**src/rtl/soc_pkg.sv**
```systemverilog
// shared definitions for the peripheral subsystem
// address map, register offsets, bus widths and interrupt bit positions
`default_nettype none

package soc_pkg;

  typedef logic [31:0] addr_t;  // nmi byte address
  typedef logic [31:0] data_t;
  typedef logic [3:0]  strb_t;  // nonzero means a write
  typedef logic [7:0]  irq_t;
  typedef logic [11:0] ofs_t;   // byte offset inside one device window

  typedef enum logic [2:0] {DEV_RAM, DEV_GPIO, DEV_TIMER, DEV_APB, DEV_NONE} dev_sel_t;

  typedef enum logic [1:0] {APB_IDLE, APB_SETUP, APB_ACCESS, APB_DONE} apb_state_t;

  ////////////////////////////////////////////////////////////
  // address map, the decoder only looks at bits 31:28 and 15:12
  localparam addr_t RAM_BASE   = 32'h0000_0000;
  localparam addr_t GPIO_BASE  = 32'h1000_0000;
  localparam addr_t TIMER_BASE = 32'h1000_1000;
  localparam addr_t APB_BASE   = 32'h2000_0000;

  localparam int RAM_WORDS = 256;
  localparam int RAM_AW    = 8;   // word address width
  localparam int GPIO_W    = 8;

  ////////////////////////////////////////////////////////////
  // register offsets
  localparam ofs_t GPIO_OUT   = 12'h000;
  localparam ofs_t GPIO_IN    = 12'h004;
  localparam ofs_t GPIO_OEN   = 12'h008;
  localparam ofs_t GPIO_IEN   = 12'h00C;
  localparam ofs_t GPIO_IPEND = 12'h010;  // write 1 to clear

  localparam ofs_t TMR_COUNT = 12'h000;
  localparam ofs_t TMR_CMP   = 12'h004;
  localparam ofs_t TMR_CTRL  = 12'h008;  // bit 0 enables counting
  localparam ofs_t TMR_STAT  = 12'h00C;

  localparam ofs_t PWM_PERIOD = 12'h000;
  localparam ofs_t PWM_DUTY   = 12'h004;
  localparam ofs_t PWM_CTRL   = 12'h008;

  // interrupt vector positions, remaining bits stay zero
  localparam int IRQ_EXT   = 0;
  localparam int IRQ_TIMER = 1;
  localparam int IRQ_GPIO  = 2;

endpackage

`default_nettype wire

```
**src/rtl/apb_bridge.sv**
```systemverilog
// nmi to apb bridge
// turns one nmi request into an apb setup and access phase
`timescale 1ns/1ps
`default_nettype none

module apb_bridge (
  input  logic           clk_i,
  input  logic           rst_i,
  input  logic           sel_i,
  input  soc_pkg::addr_t addr_i,
  input  soc_pkg::data_t wdata_i,
  input  soc_pkg::strb_t wstrb_i,
  input  soc_pkg::data_t prdata_i,
  input  logic           pready_i,
  output logic           ready_o,
  output soc_pkg::data_t rdata_o,
  output logic           psel_o,
  output logic           penable_o,
  output logic           pwrite_o,
  output soc_pkg::ofs_t  paddr_o,
  output soc_pkg::data_t pwdata_o
);

  soc_pkg::apb_state_t state_q;
  soc_pkg::ofs_t       addr_q;
  soc_pkg::data_t      wdata_q, rdata_q;
  logic                write_q;

  ////////////////////////////////////////////////////////////
  // IDLE -> SETUP -> ACCESS -> DONE -> IDLE
  always_ff @(posedge clk_i) begin
    if (rst_i) begin
      state_q <= soc_pkg::APB_IDLE;
      write_q <= 1'b0;
    end else begin
      case (state_q)
        soc_pkg::APB_IDLE: if (sel_i) begin
          state_q <= soc_pkg::APB_SETUP;
          write_q <= |wstrb_i;
        end
        soc_pkg::APB_SETUP:  state_q <= soc_pkg::APB_ACCESS;
        soc_pkg::APB_ACCESS: if (pready_i) state_q <= soc_pkg::APB_DONE;  // slave may stretch
        default:             state_q <= soc_pkg::APB_IDLE;
      endcase
    end
  end

  // request is held for the whole transfer
  always_ff @(posedge clk_i) begin
    if (state_q == soc_pkg::APB_IDLE && sel_i) begin
      addr_q  <= addr_i[11:0];
      wdata_q <= wdata_i;
    end
    if (state_q == soc_pkg::APB_ACCESS && pready_i) rdata_q <= prdata_i;
  end

  assign psel_o    = (state_q == soc_pkg::APB_SETUP) | (state_q == soc_pkg::APB_ACCESS);
  assign penable_o = (state_q == soc_pkg::APB_ACCESS);
  assign pwrite_o  = write_q;
  assign paddr_o   = addr_q;
  assign pwdata_o  = wdata_q;
  assign ready_o   = (state_q == soc_pkg::APB_DONE);
  assign rdata_o   = rdata_q;

  // the access phase only happens inside a selected transfer
  a_pen_psel: assert property (@(posedge clk_i) disable iff (rst_i)
    penable_o |-> psel_o);

endmodule

`default_nettype wire

```
**config.mk**
```make
export PLATFORM = sky130hd
export DESIGN_NAME = apb_bridge
export DESIGN_NICKNAME = d
export VERILOG_FILES = /design/src/rtl/soc_pkg.sv /design/src/rtl/apb_bridge.sv
export SDC_FILE = /design/constraint.sdc
export NUM_CORES = 1
export LEC_CHECK = 0
export BUFFER_PORTS_ARGS = -buffer_cell sky130_fd_sc_hd__buf_2
export CAP_MARGIN = 10
export CORE_ASPECT_RATIO = 0.5
export CORE_MARGIN = 5
export CORE_UTILIZATION = 43
export CTS_CLUSTER_SIZE = 8
export DETAILED_ROUTE_END_ITERATION = 6
export PLACE_DENSITY = 0.85
export RECOVER_POWER = 25
export SYNTH_ARGS = -nofsm -noshare
export SYNTH_HDL_FRONTEND = slang
export SYNTH_SLANG_ARGS = --single-unit
```
**constraint.sdc**
```tcl
create_clock -name clk_i -period 2.51 [get_ports clk_i]
set_clock_uncertainty 0.1 [all_clocks]
set_input_delay 0.502 -clock clk_i [delete_from_list [all_inputs] [get_ports clk_i]]
set_output_delay 0.502 -clock clk_i [all_outputs]
set_load 0.03 [all_outputs]
```
; After elaboration in Yosys (flattened, before gate mapping)
; Cells that the tools add are included.
; Widths: inputs -> output; s select.
[totals]
regBits = 79
in_bits = 104
out_inout_bits = 80
word_cells = 20
[classes]
eq_ne = 5
n_mux = 3
n_bitwise = 1
n_reduce_logical = 6
[op_table]
columns = cell, n
row1 = $pmux 2 s3, 1
row2 = $eq 2x2->1 const B, 2
row3 = $mux 2, 2
row4 = $ne 2x2->1 const B, 2
row5 = $reduce_and 2->1, 2
row6 = $reduce_or 4->1, 1
row7 = $eq 2x1->1 const B, 1
row8 = $logic_and 1x1->1, 2
row9 = $logic_not 2->1, 1
row10 = $or 1x1->1, 1

; Logic depth before layout (Yosys ltp)
; Gate-level depths: netlist of run 1.
[depth]
depth_word = 3
depth_mapped = 5
mapped_depth_nobuf = 5

; Worst setup path after synthesis of run 1
; OpenSTA, ideal clock, no wires.
[synth_path]
kind = reg2reg
start = register state_q[0]
end = register rdata_q[0] (netlist: rdata_o[0]) (enable)
setup_time_ps = 374
arrival_ps = 1387
required_time_ps = 2036
slack_ps = 649
stages_incl_launch_ff = 4
path_buffers = 0
synth_period_minus_slack_ps = 1861
cell_sequence = dfxtp_1 inv_2 ha_1 and2_2
[synth_via]
elab_chain_cells = 2
[synth_lines]
columns = element, line
row1 = from (decl), apb_bridge.sv:24  ; soc_pkg::apb_state_t state_q;
row2 = from (signal assigned), apb_bridge.sv:33  ; state_q <= soc_pkg::APB_IDLE;
row3 = from (signal assigned), apb_bridge.sv:38  ; state_q <= soc_pkg::APB_SETUP;
row4 = from (signal assigned), apb_bridge.sv:41  ; soc_pkg::APB_SETUP: state_q <= soc_pkg::APB_ACCESS;
row5 = $eq 2x2->1, -
row6 = named net penable_o, apb_bridge.sv:18  ; output logic penable_o,
row7 = $logic_and 1x1->1, apb_bridge.sv:54  ; if (state_q == soc_pkg::APB_ACCESS && pready_i) rdata_q <= prdata_i;
row8 = to (signal assigned), apb_bridge.sv:54
row9 = to (decl), apb_bridge.sv:26  ; soc_pkg::data_t wdata_q, rdata_q;
; The timed path passes the listed nets, and every way through them passes these cells.
; A chain may end at the register's enable or synchronous reset.

; Final worst setup path of run 1
[layout_path]
start = register state_q[1]
end = output psel_o
[layout_via]
elab_chain_cells = 2
word_cells_on_any_way = 3
cone_classes = eq/ne (2) / bitwise (1)
[layout_lines]
columns = element, line
row1 = $eq 2x1->1 or $eq 2x2->1 (tied branches), apb_bridge.sv:57  ; assign psel_o = (state_q == soc_pkg::APB_SETUP) | (state_q == soc_pkg::APB_ACCESS);
row2 = $or 1x1->1 *, apb_bridge.sv:57
row3 = to (decl), apb_bridge.sv:17  ; output logic psel_o,
; Every way passes the cells marked *; elsewhere a longest branch is shown, timed or not.

==> results of run 1 <==
-- synthesized netlist by cell type, drive strengths merged --
cell type	count
a31o	1
dfxtp	3
and2	2
nor2	2
nand2b	2
edfxtp	76
ha	4
nand4b	1
a211oi	2
a211o	1
nor4	1
inv	2
nand2	1
nor3	1
-- area by class of cell --
type | count | area, um2 | share of cell area [%]
clock inverter | 7 | 63.8 | 1.72
tap | 73 | 91.3 | 2.46
clock buffer | 9 | 225 | 6.07
inverter | 2 | 7.51 | 0.202
multi-input combinational | 18 | 159 | 4.28
sequential | 79 | 2340 | 63.1
timing repair buffer | 164 | 823 | 22.2
-- state kept, by name, indices dropped and copies added, names as in the netlist --
register  count
pwrite_o      1
state_q       2
paddr_o      12
rdata_o      32
pwdata_o     32
-- cell families after synthesis --
group,Yosys count,share of synthesized area (%)
adders and majority gates,4,2.00
AOI/OAI and AO/OA,4,1.70
and+or+nand+nor,10,2.64
buffers and inverters,2,0.299
DFF,79,93.4
-- power by group through the flow --
stage / Sequential [W] / Clock (W) / Combinational, W
after detailed placement: 0.00186 / 0 / 0.00105
after global routing: 0.00186 / 0.00132 / 0.00110
after CTS: 0.00183 / 0.00126 / 0.00105
after global placement: 0.00184 / 0 / 0.00102
after floorplan: 0.00230 / 0 / 0.000255
final: 0.00183 / 0.00122 / 0.00104
-- critical path: stages, from the launching register on --
cell,delay (ps)
dfxtp_1,390
inv_1,80
ha_1,300
buf_2,200
-- metal layers --
layer	routed length [um]	share of wire, %	vias to the layer above
met5	0	0	-
met4	141	2.3	0
met3	280	4.5	12
met2	3920	63	44
met1	1840	30	792
li1	-	-	747
-- through the flow --
stage / std cells / hold WS, ps
CTS: 352 / 235
floorplan: 99 / 456
finish: 352 / 253
global route: 352 / 232
detailed placement: 336 / 425
global placement: 336 / 423
-- cell usage in the layout (no fill, tap or decap) --
cell type   Yosys  final
buf_2           0    163
a31o_1          1      1
clkbuf_16       0      9
buf_4           0      1
a211o_1         1      1
clkinv_1        0      1
nor4_1          1      1
edfxtp_1       76     76
clkinvlp_4      0      2
nor2_1          2      2
ha_1            4      4
bufinv_16       0      1
clkinv_2        0      3
dfxtp_1         3      3
nor3_1          1      1
and2_2          2      2
nand2_1         1      1
inv_2           1      1
nand4b_1        1      1
nand2b_1        1      1
nand2b_4        1      1
a211oi_2        2      2
inv_1           1      1
-- worst max path at each step --
stage	cells after the start	to	slack (ps)	start
6_report	3	psel_o	630	state_q[1]
5_1_grt	3	psel_o	530	state_q[1]
4_1_cts	3	psel_o	600	state_q[1]
3_5_place_dp	3	rdata_o[13]	690	state_q[0]
3_3_place_gp	3	rdata_o[11]	780	state_q[0]
2_1_floorplan	3	rdata_o[0]	650	state_q[0]
==> run_results.csv, run 1 <==
group,metric,value,unit
floorplanning,start_util,45.1,%
finish,antennaDiodeCount,0,
finish,finalNetCount,382,
grt,grt-busiest-layer,"met2",
clocking,cts_sinks,79,
power_and_ir_drop,power.switching,0.00131,W
detailed_routing,totalWireLength,6180,um
detailed_routing,post-route-drc-count,0,
worst_hold_path,hold_path_depth,1,
worst_setup_path,r2r_slack,690,ps
placed_design,gp_congestion,0.759,
yosys,synthCells,99,
power_and_ir_drop,pwr_density_cell,1100,nW/um2
yosys,netlist_area,2510,um2
timing,period_needed,1880,ps
worst_setup_path,crit_required,1910,ps
finish,drive_gt1_share,66.3,%
worst_setup_path,crit_path_end_kind,"output port",
power_and_ir_drop,cell_internal_pwr,0.00278,W
grt,grt_max_degree,47,
floorplanning,die_x,118,um
clocking,cts_tree,"done",
worst_setup_path,rr_worst_depth,3,
yosys,yosys.area.top_type,"edfxtp_1",
timing,timing.final.crit_share,75.0,%
timing,fin_tns_setup,0,ps
timing,rsz0062_at_grt,"no",
clocking,cts_root_buf,"clkbuf_16",
worst_setup_path,reg2reg_to,"rdata_o[15]",
worst_hold_path,min_from,"wdata_i[1]",
detailed_routing,vias,1595,
timing,final-max-slew-violation-count,0,
grt,grtUsageMet1,14.3,%
timing,setup_viol,0,
timing,finalHoldViolations,0,
grt,antenna_found_initial,0,
yosys,yosysSeqAreaShare,93.4,%
detailed_routing,drtAntennaViolNets,0,
power_and_ir_drop,total_power,0.00409,W
yosys,syn_nets,207,
power_and_ir_drop,seqPwrFrac,44.7,%
floorplanning,row_count,19,
placed_design,dpl_cell_area,3420,um2
grt,grt-ovfl-total,0,
detailed_routing,wl_per_cell,17.6,um
clocking,cts_max_path_buffers,2,
timing,slew_headroom,51.8,%
yosys,yosysUniqueCellTypes,16,
grt,grt.total_usage,16.6,%
timing,tightestPinTransition,724,ps
yosys,synth-seq-cells,79,
power_and_ir_drop,p_sw_share,32.1,%
clocking,cts_buffers,9,
finish,design_area,3710,um2
grt,grt_pass1_vias,1778,
detailed_routing,drt_iter0_markers,78,
clocking,cts_hold_buf,0,
floorplanning,die_h,64.0,um
power_and_ir_drop,vdd_drop_max,0.000845,V
worst_hold_path,worstHoldPathType,"in -> reg",
finish,area_growth,48.0,%
placed_design,hpwl,4970,um
timing,fmax,531,MHz
power_and_ir_drop,pwr-share-comb,25.4,%
grt,grt_pass1_wl,9320,um
clocking,insertion_delay,320,ps
clocking,post_cts_buffers,0,
worst_setup_path,critical_path_arrival,1280,ps
yosys,synth_area_leaders,"edfxtp_1 91%, dfxtp_1 2.4%, ha_1 2.0%, a211oi_2 1.0%, and2_2 0.60%",
clocking,cts_resized,0,
finish,fin_util,66.7,%
yosys,ys_warn_count,0,
worst_setup_path,critPathMaxFanout,4,
timing,fin_ws,628,ps
clocking,h-tree-depth,3,
worst_setup_path,r2r-start,"state_q[0]",
floorplanning,ios,184,
worst_setup_path,critical_path_class,"reg -> out",
detailed_routing,first_pass_iters,4,
worst_hold_path,hold_end,"pwdata_o[1]",
floorplanning,fp.coreArea,5560,um2
grt,met2_usage,34.2,%
clocking,cts.clk_slew.worst_paths,60,ps
yosys,synth_area_per_cell,25.3,um2
yosys,yosys.area.top_type_share,91.0,%
placed_design,portBuffers,163,
grt,grt.met3_usage,6.43,%
floorplanning,die_area,7550,um2
power_and_ir_drop,p_leak,1.60,nW
run,maxCapViolCount,0,
worst_setup_path,startpoint_type,"register",
placed_design,dp_slack,690,ps
power_and_ir_drop,clkPwrFrac,29.9,%
finish,n_fill_cell,408,
detailed_routing,vias_per_cell,4.53,
outcome,outcome,"finished, final reports clean",
Power figures use the tool's default switching activity.
==> inputs of run 2 (changes only) <==
--- a/config.mk
+++ b/config.mk
@@ -9,10 +9,10 @@
 export CAP_MARGIN = 10
 export CORE_ASPECT_RATIO = 0.5
 export CORE_MARGIN = 5
-export CORE_UTILIZATION = 43
+export CORE_UTILIZATION = 36
 export CTS_CLUSTER_SIZE = 8
 export DETAILED_ROUTE_END_ITERATION = 6
-export PLACE_DENSITY = 0.85
+export PLACE_DENSITY = 0.75
 export RECOVER_POWER = 25
 export SYNTH_ARGS = -nofsm -noshare
 export SYNTH_HDL_FRONTEND = slang
==> constraint.sdc (replaced) <==
create_clock -name clk_i -period 1.7 [get_ports clk_i]
set_clock_uncertainty 0.1 [all_clocks]
set_input_delay 0.34 -clock clk_i [delete_from_list [all_inputs] [get_ports clk_i]]
set_output_delay 0.34 -clock clk_i [all_outputs]
set_load 0.03 [all_outputs]
==> run_results.csv, run 2 (same netlist as run 1, synthesis figures left out) <==
group,metric,value,unit
grt,grt-ovfl-total,0,
run,maxCapViolCount,0,
grt,grt_pass1_vias,1776,
clocking,cts.clk_slew.worst_paths,60,ps
clocking,h-tree-depth,3,
timing,slew_headroom,72.8,%
floorplanning,ios,184,
timing,period_needed,1670,ps
power_and_ir_drop,pwr-share-comb,26.6,%
power_and_ir_drop,p_leak,1.61,nW
floorplanning,row_count,21,
detailed_routing,totalWireLength,5900,um
power_and_ir_drop,seqPwrFrac,44.2,%
worst_setup_path,crit_path_end_kind,"output port",
detailed_routing,vias,1556,
grt,antenna_found_initial,0,
timing,timing.final.crit_share,98.0,%
finish,antennaDiodeCount,0,
grt,grt_pass1_wl,9060,um
placed_design,dpl_cell_area,3480,um2
placed_design,gp_congestion,0.758,
power_and_ir_drop,total_power,0.00610,W
outcome,outcome,"finished, final reports clean",
finish,final_common_cell,"buf_2",
finish,finalNetCount,383,
timing,rsz0062_at_grt,"yes",
worst_setup_path,critical_path_arrival,1230,ps
worst_setup_path,critPathMaxFanout,3,
power_and_ir_drop,cell_internal_pwr,0.00418,W
floorplanning,start_util,37.3,%
detailed_routing,first_pass_iters,4,
power_and_ir_drop,vdd_drop_max,0.000697,V
timing,tightestPinTransition,408,ps
power_and_ir_drop,clkPwrFrac,29.1,%
placed_design,hpwl,4740,um
worst_hold_path,worstHoldPathType,"in -> reg",
finish,drive_gt1_share,66.7,%
detailed_routing,drtAntennaViolNets,0,
worst_setup_path,startpoint_type,"register",
detailed_routing,wl_per_cell,15.9,um
clocking,insertion_delay,320,ps
timing,final-max-slew-violation-count,0,
clocking,cts_buffers,9,
detailed_routing,vias_per_cell,4.19,
floorplanning,die_h,69.0,um
clocking,cts_tree,"done",
finish,n_fill_cell,578,
finish,design_area,3770,um2
grt,grt.total_usage,13.6,%
placed_design,portBuffers,163,
clocking,cts_root_buf,"clkbuf_16",
worst_setup_path,critical_path_class,"reg -> out",
timing,fmax,600,MHz
finish,mostFrequentLayoutCells,"161 x buf_2, 76 x edfxtp_1, 9 x clkbuf_16",
finish,area_growth,50.2,%
clocking,cts_max_path_buffers,2,
detailed_routing,post-route-drc-count,0,
timing,fin_tns_setup,0,ps
placed_design,dp_slack,90.0,ps
floorplanning,die_x,128,um
floorplanning,die_area,8840,um2
floorplanning,fp.coreArea,6730,um2
timing,finalHoldViolations,0,
finish,fin_util,56.0,%
timing,setup_viol,0,
power_and_ir_drop,p_sw_share,31.4,%
clocking,cts_sinks,79,
timing,fin_ws,34.6,ps
grt,grt_max_degree,33,
power_and_ir_drop,power.switching,0.00192,W
worst_setup_path,crit_required,1260,ps
power_and_ir_drop,pwr_density_cell,1620,nW/um2
detailed_routing,drt_iter0_markers,81,
clocking,cts_hold_buf,0,
-- run 2: worst paths after layout --
check                 endpoint  slack (ps)  cells past startpoint         from
hold reg to reg       pwrite_o         450                      2     pwrite_o
setup reg to reg   rdata_o[31]         120                      3   state_q[0]
hold / removal    pwdata_o[21]          90                      1  wdata_i[21]
setup / recovery        psel_o          30                      3   state_q[0]
-- run 2: what timing repair did --
action	4_1_cts	5_1_grt
endpoints found under the setup margin	2	2
resized for setup	4	0
buffers inserted	0	0
-- run 2: per-stage QoR --
stage | std cells | hold WS (ps)
4_1_cts | 371 | 77.9
3_5_place_dp | 356 | 418
5_1_grt | 371 | 70.8
2_1_floorplan | 99 | 305
6_report | 371 | 92.9
3_3_place_gp | 356 | 414
-- run 2: routing by layer --
metal	vias to the layer above	GRT usage, %	share of wire, %
met5	-	0	0
met4	0	4.94	1.2
met3	6	4.78	5.6
met2	45	27.1	60
met1	761	12.6	33
li1	744	-	-
-- run 2: area by class of cell --
| class | count | area [um2] | share of cell area, % |
|---|---|---|---|
| Clock buffer | 11 | 233 | 6.18 |
| Clock inverter | 4 | 47.5 | 1.26 |
| Inverter | 2 | 7.51 | 0.199 |
| Multi-Input combinational cell | 18 | 160 | 4.25 |
| Sequential cell | 79 | 2340 | 62.2 |
| Tap cell | 92 | 115 | 3.05 |
| Timing Repair Buffer | 165 | 861 | 22.8 |
-- run 2: power groups by stage --
| stage | Sequential [W] | Combinational (W) | Clock [W] |
|---|---|---|---|
| floorplan | 0.00339 | 0.000380 | 0 |
| global placement | 0.00271 | 0.00159 | 0 |
| detailed placement | 0.00274 | 0.00163 | 0 |
| CTS | 0.00270 | 0.00165 | 0.00183 |
| global route | 0.00273 | 0.00171 | 0.00194 |
| finish | 0.00270 | 0.00162 | 0.00178 |
-- run 2: worst max-delay path, stage by stage (launching register included) --
cell	delay (ps)
dfxtp_2	350
inv_2	60
ha_1	320
buf_4	180
==> inputs of run 3 (changes only) <==
--- a/config.mk
+++ b/config.mk
@@ -9,10 +9,10 @@
 export CAP_MARGIN = 10
 export CORE_ASPECT_RATIO = 0.5
 export CORE_MARGIN = 5
-export CORE_UTILIZATION = 36
+export CORE_UTILIZATION = 40
 export CTS_CLUSTER_SIZE = 8
 export DETAILED_ROUTE_END_ITERATION = 6
-export PLACE_DENSITY = 0.75
+export PLACE_DENSITY = 0.79
 export RECOVER_POWER = 25
 export SYNTH_ARGS = -nofsm -noshare
 export SYNTH_HDL_FRONTEND = slang
==> constraint.sdc (replaced) <==
create_clock -name clk_i -period 1.9 [get_ports clk_i]
set_clock_uncertainty 0.1 [all_clocks]
set_input_delay 0.38 -clock clk_i [delete_from_list [all_inputs] [get_ports clk_i]]
set_output_delay 0.38 -clock clk_i [all_outputs]
set_load 0.03 [all_outputs]
==> run_results.csv, run 3 (same netlist as run 1, synthesis figures left out) <==
group,metric,value,unit
detailed_routing,vias_per_cell,4.35,
timing,whs,125,ps
timing,final-max-slew-violation-count,0,
grt,grt_max_degree,47,
worst_setup_path,critPathMaxFanout,4,
finish,final_common_cell,"buf_2",
grt,grt.total_usage,15.1,%
timing,tightestPinTransition,403,ps
worst_setup_path,crit_path_end_kind,"output port",
worst_setup_path,critical_path_arrival,1290,ps
worst_setup_path,r2r-start,"state_q[0]",
clocking,cts_hold_buf,0,
clocking,cts_sinks,79,
worst_setup_path,rr_worst_depth,4,
floorplanning,die_h,66,um
worst_hold_path,min_from,"addr_i[0]",
grt,grt-ovfl-total,0,
placed_design,portBuffers,163,
timing,fmax,566,MHz
floorplanning,die_area,8050,um2
worst_hold_path,worstHoldPathType,"in -> reg",
worst_setup_path,reg2reg_to,"rdata_o[2]",
detailed_routing,drt_iter0_markers,75,
run,maxCapViolCount,0,
clocking,cts_buffers,9,
clocking,cts_tree,"done",
floorplanning,start_util,41.3,%
timing,setup_viol,0,
power_and_ir_drop,p_leak,1.64,nW
worst_setup_path,startpoint_type,"register",
finish,antennaDiodeCount,0,
floorplanning,ios,184,
worst_hold_path,hold_path_depth,1,
timing,timing.final.crit_share,93.0,%
outcome,outcome,"finished, final reports clean",
worst_hold_path,hold_end,"paddr_o[0]",
power_and_ir_drop,pwr_density_cell,1510,nW/um2
finish,multiInputGateArea,159,um2
grt,grt_pass1_vias,1639,
grt,grt_pass1_wl,8780,um
detailed_routing,totalWireLength,6030,um
finish,n_fill_cell,459,
clocking,post_cts_buffers,0,
grt,antenna_found_initial,0,
finish,finalNetCount,383,
clocking,cts_max_path_buffers,2,
placed_design,gp_congestion,0.730,
timing,rsz0062_at_grt,"no",
placed_design,hpwl,4770,um
floorplanning,die_x,122,um
timing,fin_tns_setup,0,ps
detailed_routing,first_pass_iters,4,
clocking,cts_root_buf,"clkbuf_16",
timing,slew_headroom,72.9,%
timing,period_needed,1770,ps
detailed_routing,wl_per_cell,16.4,um
worst_setup_path,r2r_slack,390,ps
clocking,cts.clk_slew.worst_paths,60,ps
finish,final-seq-area,2340,um2
finish,area_growth,52.4,%
clocking,insertion_delay,330,ps
power_and_ir_drop,vdd_drop_max,0.000791,V
clocking,h-tree-depth,3,
timing,finalHoldViolations,0,
worst_setup_path,critical_path_class,"reg -> out",
worst_setup_path,crit_required,1420,ps
detailed_routing,vias,1600,
detailed_routing,drtAntennaViolNets,0,
floorplanning,fp.coreArea,6080,um2
finish,drive_gt1_share,66.4,%
clocking,cts_resized,0,
floorplanning,row_count,20,
detailed_routing,post-route-drc-count,0,
finish,mostFrequentLayoutCells,"163 x buf_2, 76 x edfxtp_1, 9 x clkbuf_16",
## run 3: cell types whose count changed in the layout (fill, tap and decap cells not counted), moves of 2 or more
cell       previous run  this run
bufinv_16             1         3
dfxtp_2               2         0
buf_4                 2         0
buf_2               161       163
dfxtp_1               1         3
clkinv_2              2         0
## run 3: worst max-delay path by stage
| stage | cells after the start | endpoint | from |
|---|---|---|---|
| after floorplan | 3 | rdata_o[0] | state_q[0] |
| after global placement | 4 | rdata_o[10] | state_q[0] |
| after detailed placement | 6 | pwrite_o | state_q[1] |
| after CTS | 3 | psel_o | state_q[1] |
| after global routing | 3 | psel_o | state_q[1] |
| final | 3 | psel_o | state_q[1] |
## run 3: stage by stage
step / utilization [%] / std cells / setup slack (ps) / area, um2 / total power (W)
finish: 62.9 / 368 / 132 / 3820 / 0.00576
global route: 62.9 / 368 / 24.7 / 3820 / 0.00600
CTS: 62.9 / 368 / 111 / 3820 / 0.00582
detailed placement: 57.1 / 352 / 408 / 3470 / 0.00388
global placement: 57.1 / 352 / 467 / 3470 / 0.00382
floorplan: - / 99 / 38.8 / 2510 / 0.00337
## run 3: routing by layer
layer,part of all wire [%],vias to the layer above,track usage (%),routed length [um]
met3,5.0,11,4.53,300
met1,30,804,13.6,1790
met5,0,-,0,0
met4,1.7,0,6.84,102
li1,-,743,-,-
met2,64,42,31.2,3840
## run 3: layout make-up
cell class                      instances  area share [%]
Multi-Input combinational cell         18            4.16
Timing Repair Buffer                  165            22.4
Clock inverter                          5            2.78
Inverter                                2           0.196
Sequential cell                        79            61.3
Clock buffer                           11            6.35
Tap cell                               88            2.88
## run 3: worst max-delay path, cell delays in order (launching register included)
cell	delay, ps
dfxtp_1	390
inv_1	80
ha_1	290
buf_2	190
## run 3: where the power goes
| part | switching, W | internal, W | total [W] | leakage [nW] |
|---|---|---|---|---|
| combinational | 0.00104 | 0.000377 | 0.00142 | 0.738 |
| clock | 0.000616 | 0.00132 | 0.00194 | 0.166 |
| sequential | 0.0000872 | 0.00232 | 0.00241 | 0.733 |
| total | 0.00174 | 0.00402 | 0.00576 | 1.64 |
